==> config.mk <==
export PLATFORM = sky130hd
export DESIGN_NAME = controlUnit
export DESIGN_NICKNAME = d
export VERILOG_FILES = /design/src/common/cpuPkg.sv /design/src/hw/controlUnit.sv
export SDC_FILE = /design/constraint.sdc
export NUM_CORES = 1
export LEC_CHECK = 0
export BUFFER_PORTS_ARGS = -buffer_cell sky130_fd_sc_hd__buf_2
export CORE_MARGIN = 2
export CORE_UTILIZATION = 55
export CTS_CLUSTER_DIAMETER = 120
export DETAILED_ROUTE_END_ITERATION = 10
export PLACE_DENSITY = 0.9
export SYNTH_ARGS = -nofsm -noshare
export SYNTH_HDL_FRONTEND = slang
export SYNTH_SLANG_ARGS = --single-unit
==> constraint.sdc <==
create_clock -name clock -period 2.8 [get_ports clock]
set_input_delay 0.14 -clock clock [delete_from_list [all_inputs] [get_ports clock]]
set_output_delay 0.14 -clock clock [all_outputs]
set_load 0.005 [all_outputs]
==> src/common/cpuPkg.sv <==
package cpuPkg;

  localparam int ShiftBits = 5;
  localparam int NumRegs = 16;

  // instruction field positions
  localparam int OpMsb = 31;
  localparam int OpLsb = 27;
  localparam int RaMsb = 26;
  localparam int RaLsb = 23;
  localparam int RbMsb = 22;
  localparam int RbLsb = 19;
  localparam int RcMsb = 18;
  localparam int RcLsb = 15;
  localparam int ImmMsb = 18;
  localparam int ImmLsb = 0;
  localparam int ImmBits = ImmMsb - ImmLsb + 1;

  typedef logic [31:0] word_t;
  typedef logic [63:0] dword_t;
  typedef logic [3:0] regIdx_t;
  typedef logic [NumRegs-1:0] regMask_t;

  typedef enum logic [4:0] {
    opAdd = 5'd0,
    opSub = 5'd1,
    opAnd = 5'd2,
    opOr = 5'd3,
    opShl = 5'd4,
    opShr = 5'd5,
    opNeg = 5'd6,
    opNot = 5'd7,
    opAddi = 5'd8,
    opMul = 5'd9,
    opMfhi = 5'd10,
    opMflo = 5'd11,
    opIn = 5'd12,
    opOut = 5'd13
  } opcode_t;

  typedef enum logic [3:0] {
    aluAdd = 4'd0,
    aluSub = 4'd1,
    aluAnd = 4'd2,
    aluOr = 4'd3,
    aluShl = 4'd4,
    aluShr = 4'd5,
    aluNeg = 4'd6,
    aluNot = 4'd7,
    aluMul = 4'd8
  } aluOp_t;

  typedef struct packed {
    regMask_t regIn;
    regMask_t regOut;
    logic baOut;        // R0 reads as zero
    logic hiIn;
    logic loIn;
    logic hiOut;
    logic loOut;
    logic yIn;
    logic zIn;
    logic zHighOut;
    logic zLowOut;
    logic cOut;         // immediate onto bus
    logic inPortOut;
    logic outPortEn;
    aluOp_t aluOp;
  } ctrl_t;

endpackage
==> src/hw/controlUnit.sv <==
module controlUnit import cpuPkg::*; (
  input  logic  clock,
  input  logic  rst,
  input  logic  start,
  input  word_t instr,
  output ctrl_t ctrl,
  output word_t immValue,
  output logic  busy,
  output logic  done
);

  typedef enum logic [2:0] {
    stIdle,
    stT1,
    stT2,
    stT3,
    stT4,
    stFinish
  } step_t;

  step_t state, stateNext;
  word_t instrQ;
  opcode_t opcode;
  regIdx_t ra, rb, rc;
  regMask_t raMask, rbMask, rcMask;
  logic [2:0] numSteps;
  logic accept, twoSrc, unary;
  aluOp_t aluFn;

  function automatic regMask_t decodeReg(regIdx_t idx);
    return regMask_t'(1) << idx;
  endfunction

  assign opcode = opcode_t'(instrQ[OpMsb:OpLsb]);
  assign ra = instrQ[RaMsb:RaLsb];
  assign rb = instrQ[RbMsb:RbLsb];
  assign rc = instrQ[RcMsb:RcLsb];
  assign raMask = decodeReg(ra);
  assign rbMask = decodeReg(rb);
  assign rcMask = decodeReg(rc);
  assign immValue = {{($bits(word_t) - ImmBits){instrQ[ImmMsb]}}, instrQ[ImmMsb:ImmLsb]};

  assign busy = (state inside {stT1, stT2, stT3, stT4});
  assign done = (state == stFinish);
  assign accept = start && !busy;

  assign twoSrc = (opcode inside {opAdd, opSub, opAnd, opOr, opShl, opShr, opAddi, opMul});
  assign unary = (opcode inside {opNeg, opNot});

  always_comb begin
    case (opcode)
      opAdd, opSub, opAnd, opOr, opShl, opShr, opAddi: numSteps = 3'd3;
      opMul: numSteps = 3'd4;
      opNeg, opNot: numSteps = 3'd2;
      default: numSteps = 3'd1;   // in, out, mfhi, mflo
    endcase
  end

  always_comb begin
    case (opcode)
      opSub: aluFn = aluSub;
      opAnd: aluFn = aluAnd;
      opOr: aluFn = aluOr;
      opShl: aluFn = aluShl;
      opShr: aluFn = aluShr;
      opNeg: aluFn = aluNeg;
      opNot: aluFn = aluNot;
      opMul: aluFn = aluMul;
      default: aluFn = aluAdd;
    endcase
  end

  always_comb begin
    case (state)
      stIdle: stateNext = accept ? stT1 : stIdle;
      stT1: stateNext = (numSteps == 3'd1) ? stFinish : stT2;
      stT2: stateNext = (numSteps == 3'd2) ? stFinish : stT3;
      stT3: stateNext = (numSteps == 3'd3) ? stFinish : stT4;
      stT4: stateNext = stFinish;
      default: stateNext = accept ? stT1 : stIdle; // back-to-back start allowed
    endcase
  end

  always_ff @(posedge clock) begin
    if (rst) begin
      state <= stIdle;
      instrQ <= '0;
    end else begin
      state <= stateNext;
      if (accept) instrQ <= instr;
    end
  end

  always_comb begin
    ctrl = '0;
    case (state)
      stT1: begin
        case (opcode)
          opNeg, opNot: begin
            ctrl.regOut = rbMask;
            ctrl.zIn = 1'b1;
            ctrl.aluOp = aluFn;
          end
          opIn: begin
            ctrl.inPortOut = 1'b1;
            ctrl.regIn = raMask;
          end
          opOut: begin
            ctrl.regOut = raMask;
            ctrl.outPortEn = 1'b1;
          end
          opMfhi: begin
            ctrl.hiOut = 1'b1;
            ctrl.regIn = raMask;
          end
          opMflo: begin
            ctrl.loOut = 1'b1;
            ctrl.regIn = raMask;
          end
          default: begin
            if (twoSrc) begin
              ctrl.regOut = rbMask;
              ctrl.baOut = (opcode == opAddi); // base read for addi only
              ctrl.yIn = 1'b1;
            end
          end
        endcase
      end
      stT2: begin
        if (twoSrc) begin
          if (opcode == opAddi) ctrl.cOut = 1'b1;
          else ctrl.regOut = rcMask;
          ctrl.zIn = 1'b1;
          ctrl.aluOp = aluFn;
        end else if (unary) begin
          ctrl.zLowOut = 1'b1;
          ctrl.regIn = raMask;
        end
      end
      stT3: begin
        if (twoSrc) begin
          ctrl.zLowOut = 1'b1;
          if (opcode == opMul) ctrl.loIn = 1'b1;
          else ctrl.regIn = raMask;
        end
      end
      stT4: begin
        ctrl.zHighOut = 1'b1;   // mul upper half
        ctrl.hiIn = 1'b1;
      end
      default: ;
    endcase
  end

endmodule

== Word-level counts from Yosys, hierarchy flattened ==
Memory sizes are Yosys's and may differ from the RTL's. A register that Yosys moved wholly into a read port is not among the register bits.
Index checks and enable logic that the tools add are counted.
W data, S select, Z words.
Cells by class
  add/subtract/negate cells: 0
  multiply operators: 0
  divide/modulo/power cells: 0
  $lt $le $gt $ge: 0
  equal/unequal tests: 21
  shifts and indexed selects: 3
  muxes and demuxes: 47
  bitwise logic cells: 0
  reductions and logical operators: 9
Operator list (number)
  $mux W16: 7
  $pmux W16 S3: 2
  $shl A1 B4 Y16 const A: 3
  $pmux W16 S2: 1
  $eq A5 B4 Y1 const B: 6
  $mux W4: 7
  $eq A5 B3 Y1 const B: 4
  $mux W1: 20
  $mux W17: 1
  $eq A3 B2 Y1 const B: 4
  $mux W3: 4
  $pmux W3 S4: 1
  $eq A5 B2 Y1 const B: 2
  $pmux W4 S2: 1
  $reduce_bool A8 Y1: 1
  $eq A3 B1 Y1 const B: 2
  $eq A3 B3 Y1 const B: 2
  $reduce_or A6 Y1: 1
  $eq A5 B1 Y1 const B: 1
  $logic_not A5 Y1: 1
  $pmux W1 S2: 2
  $reduce_bool A4 Y1: 1
  $reduce_or A3 Y1: 1
  $mux W2: 1
  other kinds (4): 4
Word-level totals
  register bits: 35
  latch bits: 0
  RAM bits: 0
  ROM bits: 112
  input port bits: 35
  logic and storage cells: 84
  memories: 2
Memories
  (no name shown): depth 16, width 4, read ports 1, clocked after memory_dff 1, wr ports 0, line controlUnit.sv:60  | case (opcode)
  (no name shown): depth 16, width 3, read ports 1, clocked after memory_dff 1, wr ports 0, line controlUnit.sv:51  | case (opcode)

== Longest topological paths before layout ==
  word-level depth: 6
  mapped depth: 7
  mapped depth without buffers: 3

== Least setup slack after synthesis ==
OpenSTA, ideal clock, no wires.
  path type: reg2out
  from: register state[2]
  to: output port ctrl[32] (netlist bit)
  arrival time: 1462 ps
  path slack: 1198 ps
  stages on the path, launching flop included: 7
  cells stage by stage: dfxtp_1 buf_4 nand2b_4 or4_4 buf_6 buf_6 a31oi_1
RTL lines
  start: declaration: line controlUnit.sv:21  | step_t state, stateNext;
  start signal: assignment: line controlUnit.sv:86  | state <= stIdle;
  start signal: assignment: line controlUnit.sv:89  | state <= stateNext;
  end: declaration: line controlUnit.sv:6  | output ctrl_t ctrl,

==> qor.csv <==
metric,value,unit
Seq cells post-synth,41,
root cell of the clock tree,clkbuf_8,
Detailed Routing Iterations Pass 1,5,
final-report hold violation count,0,
ys flop type,dfxtp_1,
Die Ht,80.9,um
share of layout cells above drive strength 1,30.0,%
fin nets,510,
Synth Area per Inst,7.52,um^2
cell accounting for the most synthesized area,dfxtp_1,
Via Count,3445,
CP max stage delay,0.81,ns
clk slew on worst S/H paths,0.08,ns
type of origin of the critical path,register,
maximum number of pins on one net before global-route repair,42,
Fin Clk Skew,0.00503,ns
leak pwr,1.47,nW
Longest Clk Path Bufs,2,
"Period Utilization, post-route",91.5,%
outcome,finished clean,
Net Switching,1.22,mW
Detailed Place HPWL,6320,um
number of nets still failing antenna checks after routing,0,
Port-buffer cells,116,
critical path type,register to output port,
clock tree from TritonCTS,built,
Final min period,2.56,ns
DRC violation count after routing,0,
number of standard-cell rows in the floorplan,27,
iteration-0 DRC count of the detailed router,429,
total overflow reported by the global router,0,
max cap viols,0,
number of antenna violations at the first check in global routing,0,
Int Power,1.57,mW
final weighted congestion in routability-driven placement,1.02,
upper clock frequency limit,390,MHz
core occupancy in the finished layout,64.0,%
max-slew violations,0,
number of antenna diodes,0,
number of H-tree levels,2,
part of the total power dissipated in the clock network,20.1,%
full die area,6540,um^2
effective utilization at floorplan,57.9,%
sequential share of power,37.0,%
series of cell instances along the critical path,nor4b_4 > buf_4 > nand4_1 > o211ai_1 > buf_2,
cts hold-fix bufs,0,
number of global-route vias before repair,3079,
dominant cells by area after synthesis,"dfxtp_1, buf_4, a21oi_1",
slew margin rel.,26.7,%
Yosys cell types,57,
synth warn,0,
total setup violations reported at the end of the flow,0,
"critical path fanouts, max",26,
buffering stage count on the worst path with inverters included,2,
worst endpoint required time,2.66,ns
Hold Crit Class,primary input to register,
count of mapped cells out of synthesis,432,
Post-Synthesis Cell Area,3250,um^2
core footprint,5610,um^2
number of synthesized flops with an enable pin,0,
I/O pin total,117,
combinational group share of total power,43.0,%
wire length of the first global-routing pass,14300,um
cell family with the largest share of critical-path delay,flip-flops,
share of the synthesized area in the top cell type,25.3,%
area grow syn2layout,10.5,%
Total Negative Setup Slacks,0,ns
power density cells,776,nW/um^2
"Clk Latency, worst-skew pair",0.29,ns
unrepaired setup endpoints after global routing,false,
critical path capture point type,output port,
overall power of the completed layout,2.79,mW
DRT Wirelength,9040,um
sequential area share after synthesis,25.3,%
Fillers,488,
WL per Instance,16.5,um
async set or reset register ratio after synthesis,0,%
fraction of power spent switching nets,43.7,%
Worst EP arrival,2.42,ns
slew of the pin with the lowest slew margin,1.09,ns
clock buffer count from CTS,5,
Overall Global Routing Usage,27.1,%
post-cts sizing count,0,
cell at the slowest stage of the critical path,dfxtp_1,
Die X-Extent,80.9,um
vias per std cell,6.29,
net count of the mapped netlist,467,
worst voltage drop across the vdd grid,0.501,mV
clock tree sinks,41,
number of buffers inserted to repair setup after CTS,0,
## power by group through the flow
stage / registers [mW] / clock network (mW) / logic, mW
finish: 1.03 / 0.559 / 1.20
global route: 1.06 / 0.591 / 1.32
CTS: 1.02 / 0.565 / 1.19
detailed placement: 1.03 / 0 / 1.18
global placement: 1.01 / 0 / 1.15
floorplan: 0.821 / 0 / 1.19
## cell usage after synthesis (4+ instances only)
master and number:
a31oi_1 13, a21oi_1 39, nor3b_1 9, nor4bb_1 4, nor2_1 9, nand4_1 17, o221ai_1 11, buf_2 23
buf_4 37, nor2b_1 15, nor3_1 8, o21ai_0 38, dfxtp_1 41, inv_1 7, a211oi_1 4, o211ai_1 4
nand4b_1 8, buf_1 5, clkbuf_1 17, nand3_1 38, o2111ai_1 5, nand2_1 29
## worst min-delay path, delay by kind of cell
family          cells  cell delay [ns]
compound gates      2             0.12
buf+inv             1             0.09
## metrics by stage
stage | instances | area, um^2 | setup WS [ns] | hold WS, ns
floorplan | 432 | 3250 | 1.20 | 0.297
global placement | 540 | 3460 | 0.647 | 0.399
detailed placement | 540 | 3460 | 0.618 | 0.409
CTS | 548 | 3590 | 0.302 | 0.0842
global route | 548 | 3590 | 0.0823 | 0.0878
finish | 548 | 3590 | 0.237 | 0.0947
## path summary, 6_finish.rpt
kind / startpoint / endpoint / slack (ns) / cells after the start
max: state[0]$_SDFF_PP0_ / ctrl[31] / 0.24 / 5
min: instr[11] / instrQ[11]$_SDFFE_PP0N_ / 0.09 / 3
max reg2reg: state[2]$_SDFF_PP0_ / instrQ[2]$_SDFFE_PP0N_ / 0.82 / 4
min reg2reg: instrQ[14]$_SDFFE_PP0N_ / instrQ[14]$_SDFFE_PP0N_ / 0.46 / 2
## cell type report
type	count	area (um^2)	area share, %
Inverter	7	26.3	0.732
Clock inverter	3	65.1	1.81
Timing Repair Buffer	121	618	17.2
Multi-Input combinational cell	299	1900	53.0
Clock buffer	5	68.8	1.92
Sequential cell	41	821	22.9
Tap cell	72	90.1	2.51
## placed cells by master, fill, tap and decap left out, drive strengths merged, types with 3 or more instances in the layout
cell / count
and2: 3
nor4bb: 4
and3b: 3
nor3b: 10
nand3: 38
nand2b: 3
o2111ai: 5
nor2b: 15
buf: 121
o21ai: 40
nor4b: 4
o221ai: 11
o211ai: 7
nand4b: 8
a31oi: 16
nor2: 9
nand2: 29
inv: 7
clkbuf: 5
a21oi: 39
nor3: 8
dfxtp: 41
a211oi: 4
nand4: 17
## per-layer routing
layer  track usage (%)  routed length (um)
met3              5.78                 798
met5                 0                   0
met2              41.9                4170
met4              11.7                 225
met1              36.3                3840
## cell families (layout without fill, tap and decap cells)
kind of cell / count (synthesis) / in the layout / synth area share, %
buffers and inverters: 92 / 136 / 16.5
adders and majority gates: 1 / 1 / 0.308
xor gates and xnor gates: 1 / 1 / 0.270
muxes: 1 / 1 / 0.347
DFF: 41 / 41 / 25.3
and+or+nand+nor: 165 / 165 / 31.6
AOI/OAI and AO/OA: 131 / 131 / 25.8
Note: power is estimated with default switching activity, not from simulation.
