`config.mk`:
```
export PLATFORM = sky130hd
export DESIGN_NAME = datapath
export DESIGN_NICKNAME = d
export VERILOG_FILES = /design/src/common/cpuPkg.sv /design/src/hw/datapath/datapath.sv /design/src/hw/datapath/alu.sv /design/src/hw/datapath/busMux.sv /design/src/hw/datapath/regFile.sv
export SDC_FILE = /design/constraint.sdc
export NUM_CORES = 2
export LEC_CHECK = 0
export BUFFER_PORTS_ARGS = -buffer_cell sky130_fd_sc_hd__buf_2
export CAP_MARGIN = 20
export CORE_MARGIN = 2
export CORE_UTILIZATION = 31
export DETAILED_ROUTE_END_ITERATION = 10
export SYNTH_ARGS = -nofsm -noshare
export SYNTH_HDL_FRONTEND = slang
export SYNTH_SLANG_ARGS = --single-unit
```
`constraint.sdc`:
```
create_clock -name clock -period 12.15 [get_ports clock]
set_clock_uncertainty 0.1 [all_clocks]
set_input_delay 1.215 -clock clock [delete_from_list [all_inputs] [get_ports clock]]
set_output_delay 1.215 -clock clock [all_outputs]
set_load 0.03 [all_outputs]
```
`src/common/cpuPkg.sv`:
```
package cpuPkg;

  localparam int ShiftBits = 5;
  localparam int NumRegs = 16;

  // instruction field positions
  localparam int OpMsb = 31;
  localparam int OpLsb = 27;
  localparam int RaMsb = 26;
  localparam int RaLsb = 23;
  localparam int RbMsb = 22;
  localparam int RbLsb = 19;
  localparam int RcMsb = 18;
  localparam int RcLsb = 15;
  localparam int ImmMsb = 18;
  localparam int ImmLsb = 0;
  localparam int ImmBits = ImmMsb - ImmLsb + 1;

  typedef logic [31:0] word_t;
  typedef logic [63:0] dword_t;
  typedef logic [3:0] regIdx_t;
  typedef logic [NumRegs-1:0] regMask_t;

  typedef enum logic [4:0] {
    opAdd = 5'd0,
    opSub = 5'd1,
    opAnd = 5'd2,
    opOr = 5'd3,
    opShl = 5'd4,
    opShr = 5'd5,
    opNeg = 5'd6,
    opNot = 5'd7,
    opAddi = 5'd8,
    opMul = 5'd9,
    opMfhi = 5'd10,
    opMflo = 5'd11,
    opIn = 5'd12,
    opOut = 5'd13
  } opcode_t;

  typedef enum logic [3:0] {
    aluAdd = 4'd0,
    aluSub = 4'd1,
    aluAnd = 4'd2,
    aluOr = 4'd3,
    aluShl = 4'd4,
    aluShr = 4'd5,
    aluNeg = 4'd6,
    aluNot = 4'd7,
    aluMul = 4'd8
  } aluOp_t;

  typedef struct packed {
    regMask_t regIn;
    regMask_t regOut;
    logic baOut;        // R0 reads as zero
    logic hiIn;
    logic loIn;
    logic hiOut;
    logic loOut;
    logic yIn;
    logic zIn;
    logic zHighOut;
    logic zLowOut;
    logic cOut;         // immediate onto bus
    logic inPortOut;
    logic outPortEn;
    aluOp_t aluOp;
  } ctrl_t;

endpackage
```
`src/hw/datapath/datapath.sv`:
```
module datapath import cpuPkg::*; (
  input  logic  clock,
  input  logic  rst,
  input  ctrl_t ctrl,
  input  word_t immValue,
  input  word_t inPortData,
  input  logic  inPortStrobe,
  output word_t outPortData
);

  word_t [NumRegs-1:0] regWords;
  word_t bus;
  word_t yWord, zHighWord, zLowWord, hiWord, loWord, inPortWord;
  dword_t aluResult;

  regFile u_regFile (
    .clock(clock),
    .rst(rst),
    .regIn(ctrl.regIn),
    .baOut(ctrl.baOut),
    .bus(bus),
    .regWords(regWords)
  );

  busMux u_busMux (
    .ctrl(ctrl),
    .regWords(regWords),
    .hiWord(hiWord),
    .loWord(loWord),
    .zHighWord(zHighWord),
    .zLowWord(zLowWord),
    .immValue(immValue),
    .inPortWord(inPortWord),
    .bus(bus)
  );

  alu u_alu (
    .aluOp(ctrl.aluOp),
    .a(yWord),
    .b(bus),
    .result(aluResult)
  );

  always_ff @(posedge clock) begin
    if (rst) begin
      yWord <= '0;
      zHighWord <= '0;
      zLowWord <= '0;
      hiWord <= '0;
      loWord <= '0;
      inPortWord <= '0;
      outPortData <= '0;
    end else begin
      if (ctrl.yIn) yWord <= bus;
      if (ctrl.zIn) begin
        zHighWord <= aluResult[63:32];  // Z takes the ALU, not the bus
        zLowWord <= aluResult[31:0];
      end
      if (ctrl.hiIn) hiWord <= bus;
      if (ctrl.loIn) loWord <= bus;
      if (inPortStrobe) inPortWord <= inPortData;
      if (ctrl.outPortEn) outPortData <= bus;
    end
  end

endmodule

```
`src/hw/datapath/alu.sv`:
```
module alu import cpuPkg::*; (
  input  aluOp_t aluOp,
  input  word_t  a,
  input  word_t  b,
  output dword_t result
);

  logic signed [63:0] product;
  word_t lowWord;
  logic [ShiftBits-1:0] shamt;

  assign shamt = b[ShiftBits-1:0];
  assign product = $signed(a) * $signed(b);

  always_comb begin
    case (aluOp)
      aluSub: lowWord = a - b;
      aluAnd: lowWord = a & b;
      aluOr: lowWord = a | b;
      aluShl: lowWord = a << shamt;
      aluShr: lowWord = a >> shamt;   // logical
      aluNeg: lowWord = -b;
      aluNot: lowWord = ~b;
      default: lowWord = a + b;
    endcase
  end

  always_comb begin
    if (aluOp == aluMul) begin
      result = product;
    end else begin
      result = {32'b0, lowWord};
    end
  end

endmodule

```
`src/hw/datapath/busMux.sv`:
```
module busMux import cpuPkg::*; (
  input  ctrl_t               ctrl,
  input  word_t [NumRegs-1:0] regWords,
  input  word_t               hiWord,
  input  word_t               loWord,
  input  word_t               zHighWord,
  input  word_t               zLowWord,
  input  word_t               immValue,
  input  word_t               inPortWord,
  output word_t               bus
);

  logic [21:0] outEn;
  logic [4:0] srcSel;
  logic anyEn;

  assign outEn = {ctrl.inPortOut, ctrl.cOut, ctrl.zLowOut, ctrl.zHighOut,
                  ctrl.loOut, ctrl.hiOut, ctrl.regOut};

  // one-hot to source number
  always_comb begin
    srcSel = '0;
    anyEn = 1'b0;
    for (int i = 0; i < $bits(outEn); i++) begin
      if (outEn[i]) begin
        srcSel = 5'(i);
        anyEn = 1'b1;
      end
    end
  end

  always_comb begin
    if (!anyEn) begin
      bus = '0;   // nobody drives
    end else begin
      case (srcSel)
        5'd16: bus = hiWord;
        5'd17: bus = loWord;
        5'd18: bus = zHighWord;
        5'd19: bus = zLowWord;
        5'd20: bus = immValue;
        5'd21: bus = inPortWord;
        default: bus = regWords[srcSel[3:0]];
      endcase
    end
  end

endmodule

```
`src/hw/datapath/regFile.sv`:
```
module regFile import cpuPkg::*; (
  input  logic                clock,
  input  logic                rst,
  input  regMask_t            regIn,
  input  logic                baOut,
  input  word_t               bus,
  output word_t [NumRegs-1:0] regWords
);

  word_t [NumRegs-1:0] regs;

  always_ff @(posedge clock) begin
    if (rst) begin
      regs <= '0;
    end else begin
      for (int i = 0; i < NumRegs; i++) begin
        if (regIn[i]) regs[i] <= bus;
      end
    end
  end

  always_comb begin
    regWords = regs;
    if (baOut) regWords[0] = '0;   // R0 as base reads zero
  end

endmodule

```
# After elaboration in Yosys (flattened, before gate mapping)
# Index checks and enable logic that the tools add are counted.
# op_classes
n_addsub	3
mul	1
div_mod_pow	0
n_lt_le_gt_ge	1
eq_ne	14
shifts	2
n_mux	50
n_bitwise	3
n_reduce_logical	0
# ops
cell	n
$pmux W32 S7	1
$pmux W32 S6	1
$bmux W32 S4	1
$mux W32	3
$mul A32 B32 Y64	1
$mux W64	1
$add A32 B32 Y32	1
$and A32 B32 Y32	1
$mux W4	8
$neg A32 Y32	1
$not A32 Y32	1
$or A32 B32 Y32	1
$shl A32 B5 Y32	1
$shr A32 B5 Y32	1
$sub A32 B32 Y32	1
$eq A5 B5 Y1 const B	6
$mux W5	6
$mux W1	23
$eq A4 B3 Y1 const B	4
$mux W3	4
$eq A4 B2 Y1 const B	2
$lt A4 B5 Y1 const B	1
$eq A4 B1 Y1 const B	1
$eq A4 B4 Y1 const B	1
$mux W2	2
# word_totals
regBits	736
latchBits	0
ram_bits	0
mem_bits_ro	0
input_bits	115
out_inout_bits	32
word_cells	97
mem_count	0

# Longest topological paths before layout
# logic_depth
word_depth	28
ltp_mapped	46
ltp_nobuf	40

# By module
# A second synthesis with hierarchy kept.
# hier_totals
hier_cells	9136
hier_area_um2	80035.5
# by_module_without_submodules
mod	instances	cells_per_inst	area_each_um2	seq_area_each_um2
alu	1	5105	42793.5	0.0
regFile	1	2204	22939.5	10249.8
datapath	1	724	8041.5	4484.3
busMux	1	1103	6261.0	0.0

# Worst setup path before layout
# Ideal clock, no wire load.
# synth_path
kind	input to register
start	input ctrl[24] (netlist bit)
end	register zHighWord[31]
setup_time_ns	0.087
arrival_time_ns	11.583
required_time_ns	11.963
slack_ns	0.379
stages	45
path_cell_list	nor3_1 o21ai_0 a31oi_1 clkbuf_1 o211a_2 buf_2 buf_2 buf_2 clkbuf_1 nand2_1 a31oi_1 o21ai_0 nor2_1 nor2_1 a311oi_1 buf_2 buf_1 ha_1 [... 9 more ...] fa_1 fa_1 fa_1 ha_1 clkbuf_1 a21o_1 a21oi_1 a221oi_1 nor2_1 a2111o_1 a21oi_1 o2111ai_1 a31oi_1 nand2_1 a21oi_1 a21oi_1 xnor3_1 o31ai_1
# synth_between
elab_chain_cells	20
elab_cells_between_ends	40
classes_between	mul (1); eq/ne (6); mux (33)
# synth_lines
item	line_no	source
start, declared	datapath.sv:4	input ctrl_t ctrl,
$mux W4 (8 in a row)	busMux.sv:25	if (outEn[i]) begin
$mux W5 (6 in a row)	busMux.sv:25	
$bmux W32 S4	busMux.sv:43	default: bus = regWords[srcSel[3:0]];
$mux W32 (implied by the code)	busMux.sv:43	
$pmux W32 S6	busMux.sv:36	case (srcSel)
$mux W32 (*)	busMux.sv:33	if (!anyEn) begin
via bus[9]	datapath.sv:12	word_t bus;
$mul A32 B32 Y64 (*)	alu.sv:13	assign product = $signed(a) * $signed(b);
$mux W64 (*)	alu.sv:29	if (aluOp == aluMul) begin
end signal, assigned	datapath.sv:56	zHighWord <= aluResult[63:32];
end, declared	datapath.sv:13	word_t yWord, zHighWord, zLowWord, hiWord, loWord, inPortWord;
# Mark *: on every way through the listed nets, which the timed path passes. The rest lies on a longest branch. The select of a mux whose other input is x is not followed.
# A chain may end at the register's enable or synchronous reset.

# Worst setup path after layout
# layout_path
start	input ctrl[11] (netlist bit)
end	register zHighWord[31]
# layout_between
elab_chain_cells	11
elab_cells_between_ends	22
classes_between	mul (1); eq/ne (6); mux (15)
# layout_lines
item	line_no
$mux W5 (5 in a row)	busMux.sv:25
$bmux W32 S4	busMux.sv:43
$mux W32 (implied by the code)	busMux.sv:43
$pmux W32 S6	busMux.sv:36
$mux W32 (*)	busMux.sv:33
$mul A32 B32 Y64 (*)	alu.sv:13
$mux W64 (*)	alu.sv:29
# Every way passes the cells marked *; elsewhere a longest branch is shown, timed or not. The select of a mux whose other input is x is not followed.

==> results.cfg <==
[min_path]
hp-class = flip-flop to flip-flop

[setup_path]
crit_top_cell = fa_1
crit_required_ns = 12.66
cp_max_fo = 14
worst_ep_arrival_time_ns = 12.38
crit_slowest_cell = a2111o_1
path_class = input port to flip-flop
critPathLaunchType = input port
max_stage_delay_ns = 0.57
critPathCaptureType = flip-flop

[sta]
whs_ns = 0.372
tightestPinTransition_ns = 1.35
hold_viol = 0
period_share_pct = 97.7
period_minus_slack_ns = 11.87
fmax_ghz = 0.0843
relSlewSlack_pct = 10.2
setup_tns_ns = 0
setup_slack_ns = 0.285
maxSlewViolCount = 0
finalSetupViolCount = 0

[cts]
h-tree-depth = 3
root_buffer = clkbuf_16
postCtsHoldBufs = 0
cts_tree = yes
insertion_delay_ns = 0.74
cts.sinks = 736
clkTransAtPathRegs_ns = 0.06
cts_made_buffers = 81
clockBufferDepth = 3

[global_route]
grt_pass1_vias = 69300
grt_usage_pct = 28.6
grt_max_degree = 243
grt_pass1_wl_um = 507000
overflow = 0
antenna_found_initial = 33

[placed_design]
post_dp_cell_area_um2 = 85600
dp_hpwl_um = 271000
portBuffers = 146
pre_cts_slack_ns = -1.16
gp_congestion = 1.06

[die]
start_util_pct = 31.2
dieArea_um2 = 246000
die_w_um = 496
core_um2 = 241000
die_h_um = 496
rows = 180
pin_count = 147

[synth]
synth_ff_type = dfxtp_1
synth-seq-cells = 736
synth_cell_types = 95
netlist_area_um2 = 75000
async_flop_share_pct = 0
yosys_warnings = 0
synth_fp_nets = 10200
synthCells = 8712
synth_edf_count = 0
ys_seq_area_share_pct = 19.6
synth_area_per_cell_um2 = 8.61

[layout]
final_common_cell = nor2_1
area_growth_pct = 18.3
n_fill_cell = 24600
stdcell_area_um2 = 88700
multiInputGateArea_um2 = 53900
finish.utilization_pct = 36.9
fin_nets = 10700
seqCellArea_um2 = 14700
drive_above_1_share_pct = 14.7
final_cell_mix = nor2_1, inv_1, fa_1

[detailed_routing]
num_vias = 68800
routed_via_density = 5.51
dr.pass1.iters = 6
drc_errors = 0
wl_per_cell_um = 28.6
ant_nets = 0
drt_iter0_drc = 7729
wirelength_um = 357000

[flow_run]
drv_cap = 0

[power_and_ir_drop]
power_density_nw_per_um2 = 119
cellLeakagePower_nw = 41.2
peakVddDrop_mv = 0.145

[status]
outcome = complete, no violations
cell usage after synthesis (83+ instances only):
master       n  share of area, %
o21ai_0    272               1.8
buf_1      118              0.59
mux2i_1    675               9.0
nand2_1    867               4.3
dfxtp_1    736                20
a31oi_1     83              0.69
fa_1      1084                29
clkbuf_1   458               2.3
a21oi_1    278               1.9
nor2_1    1366               6.8
a211oi_1   103               1.0
inv_1     1122               5.6
o22ai_1    108              0.90
ha_1       281               4.7
final timing paths:
check                               startpoint       endpoint  slack (ns)  cells after the start
worst min register to register    zHighWord[0]   zHighWord[0]        0.37                      2
worst max-delay path                  ctrl[11]  zHighWord[31]        0.28                     48
worst min-delay path              zHighWord[0]   zHighWord[0]        0.37                      2
worst max register to register  inPortWord[18]  zHighWord[28]        1.95                     41
state kept, by name, summed over array words and instances, names as in the netlist:
| name | flops |
|---|---|
| inPortWord | 32 |
| zHighWord | 32 |
| yWord | 32 |
| u_regFile.regs | 32 |
| u_regFile.regWords | 480 |
| loWord | 32 |
| outPortData | 32 |
| zLowWord | 32 |
| hiWord | 32 |
per-stage QoR:
stage / total power [W] / cells
finish: 0.0106 / 12500
global placement: 0.00766 / 12300
detailed placement: 0.00767 / 12300
global route: 0.0110 / 12500
CTS: 0.0105 / 12500
floorplan: 0.00534 / 8712
where the power goes:
part           leakage [nW]  internal (W)  total (W)  switching, W
combinational          33.8       0.00200    0.00516       0.00316
sequential             6.01       0.00255    0.00264     0.0000967
clock                  1.41       0.00158    0.00276       0.00118
total                  41.2       0.00612     0.0106       0.00444
timing repair:
| action | in CTS | in global routing |
|---|---|---|
| setup buffers | 0 | 7 |
| pin swaps | 1 | 9 |
| gates cloned | 0 | 1 |
| hold endpoints to repair | 0 | 0 |
| setup endpoints to repair | 6 | 17 |
| resized for setup | 5 | 14 |
routing by layer:
layer | global-route usage [%] | share of wire [%] | vias to the layer above
li1 | - | - | 29400
met1 | 38.9 | 42 | 35000
met2 | 42.6 | 42 | 3649
met3 | 5.51 | 9.4 | 761
met4 | 15.9 | 6.7 | 16
met5 | 0 | 0.033 | -
critical path, delay by kind of cell:
family	cells	cell delay, ns
AO/OA/AOI/OAI	17	3.46
XOR/XNOR	1	0.36
adder cells (fa/ha/maj)	9	4.02
buffers and inverters	16	2.03
AND/OR/NAND/NOR	5	1.25
logic make-up (layout without fill, tap and decap cells):
kind of cell	count (synthesis)	after routing	synth area share (%)
simple gates	2596	2597	14.1
buf+inv	1797	2374	9.17
compound gates	1413	1413	12.8
fa+ha+maj	1365	1365	33.6
flops	736	736	19.6
mux	688	688	9.27
xor+xnor	117	117	1.38
other cells	0	7	0
final cells by class:
cell class,instances,area share [%]
multi-input cells,6180,60.8
flip-flops and latches,736,16.6
repair buffers,1088,10.0
inverters,1138,4.82
well taps,3185,4.49
clock buffers,109,2.58
clock inverters,39,0.671
diodes,7,0.0197
(Power assumes the default switching activity.)
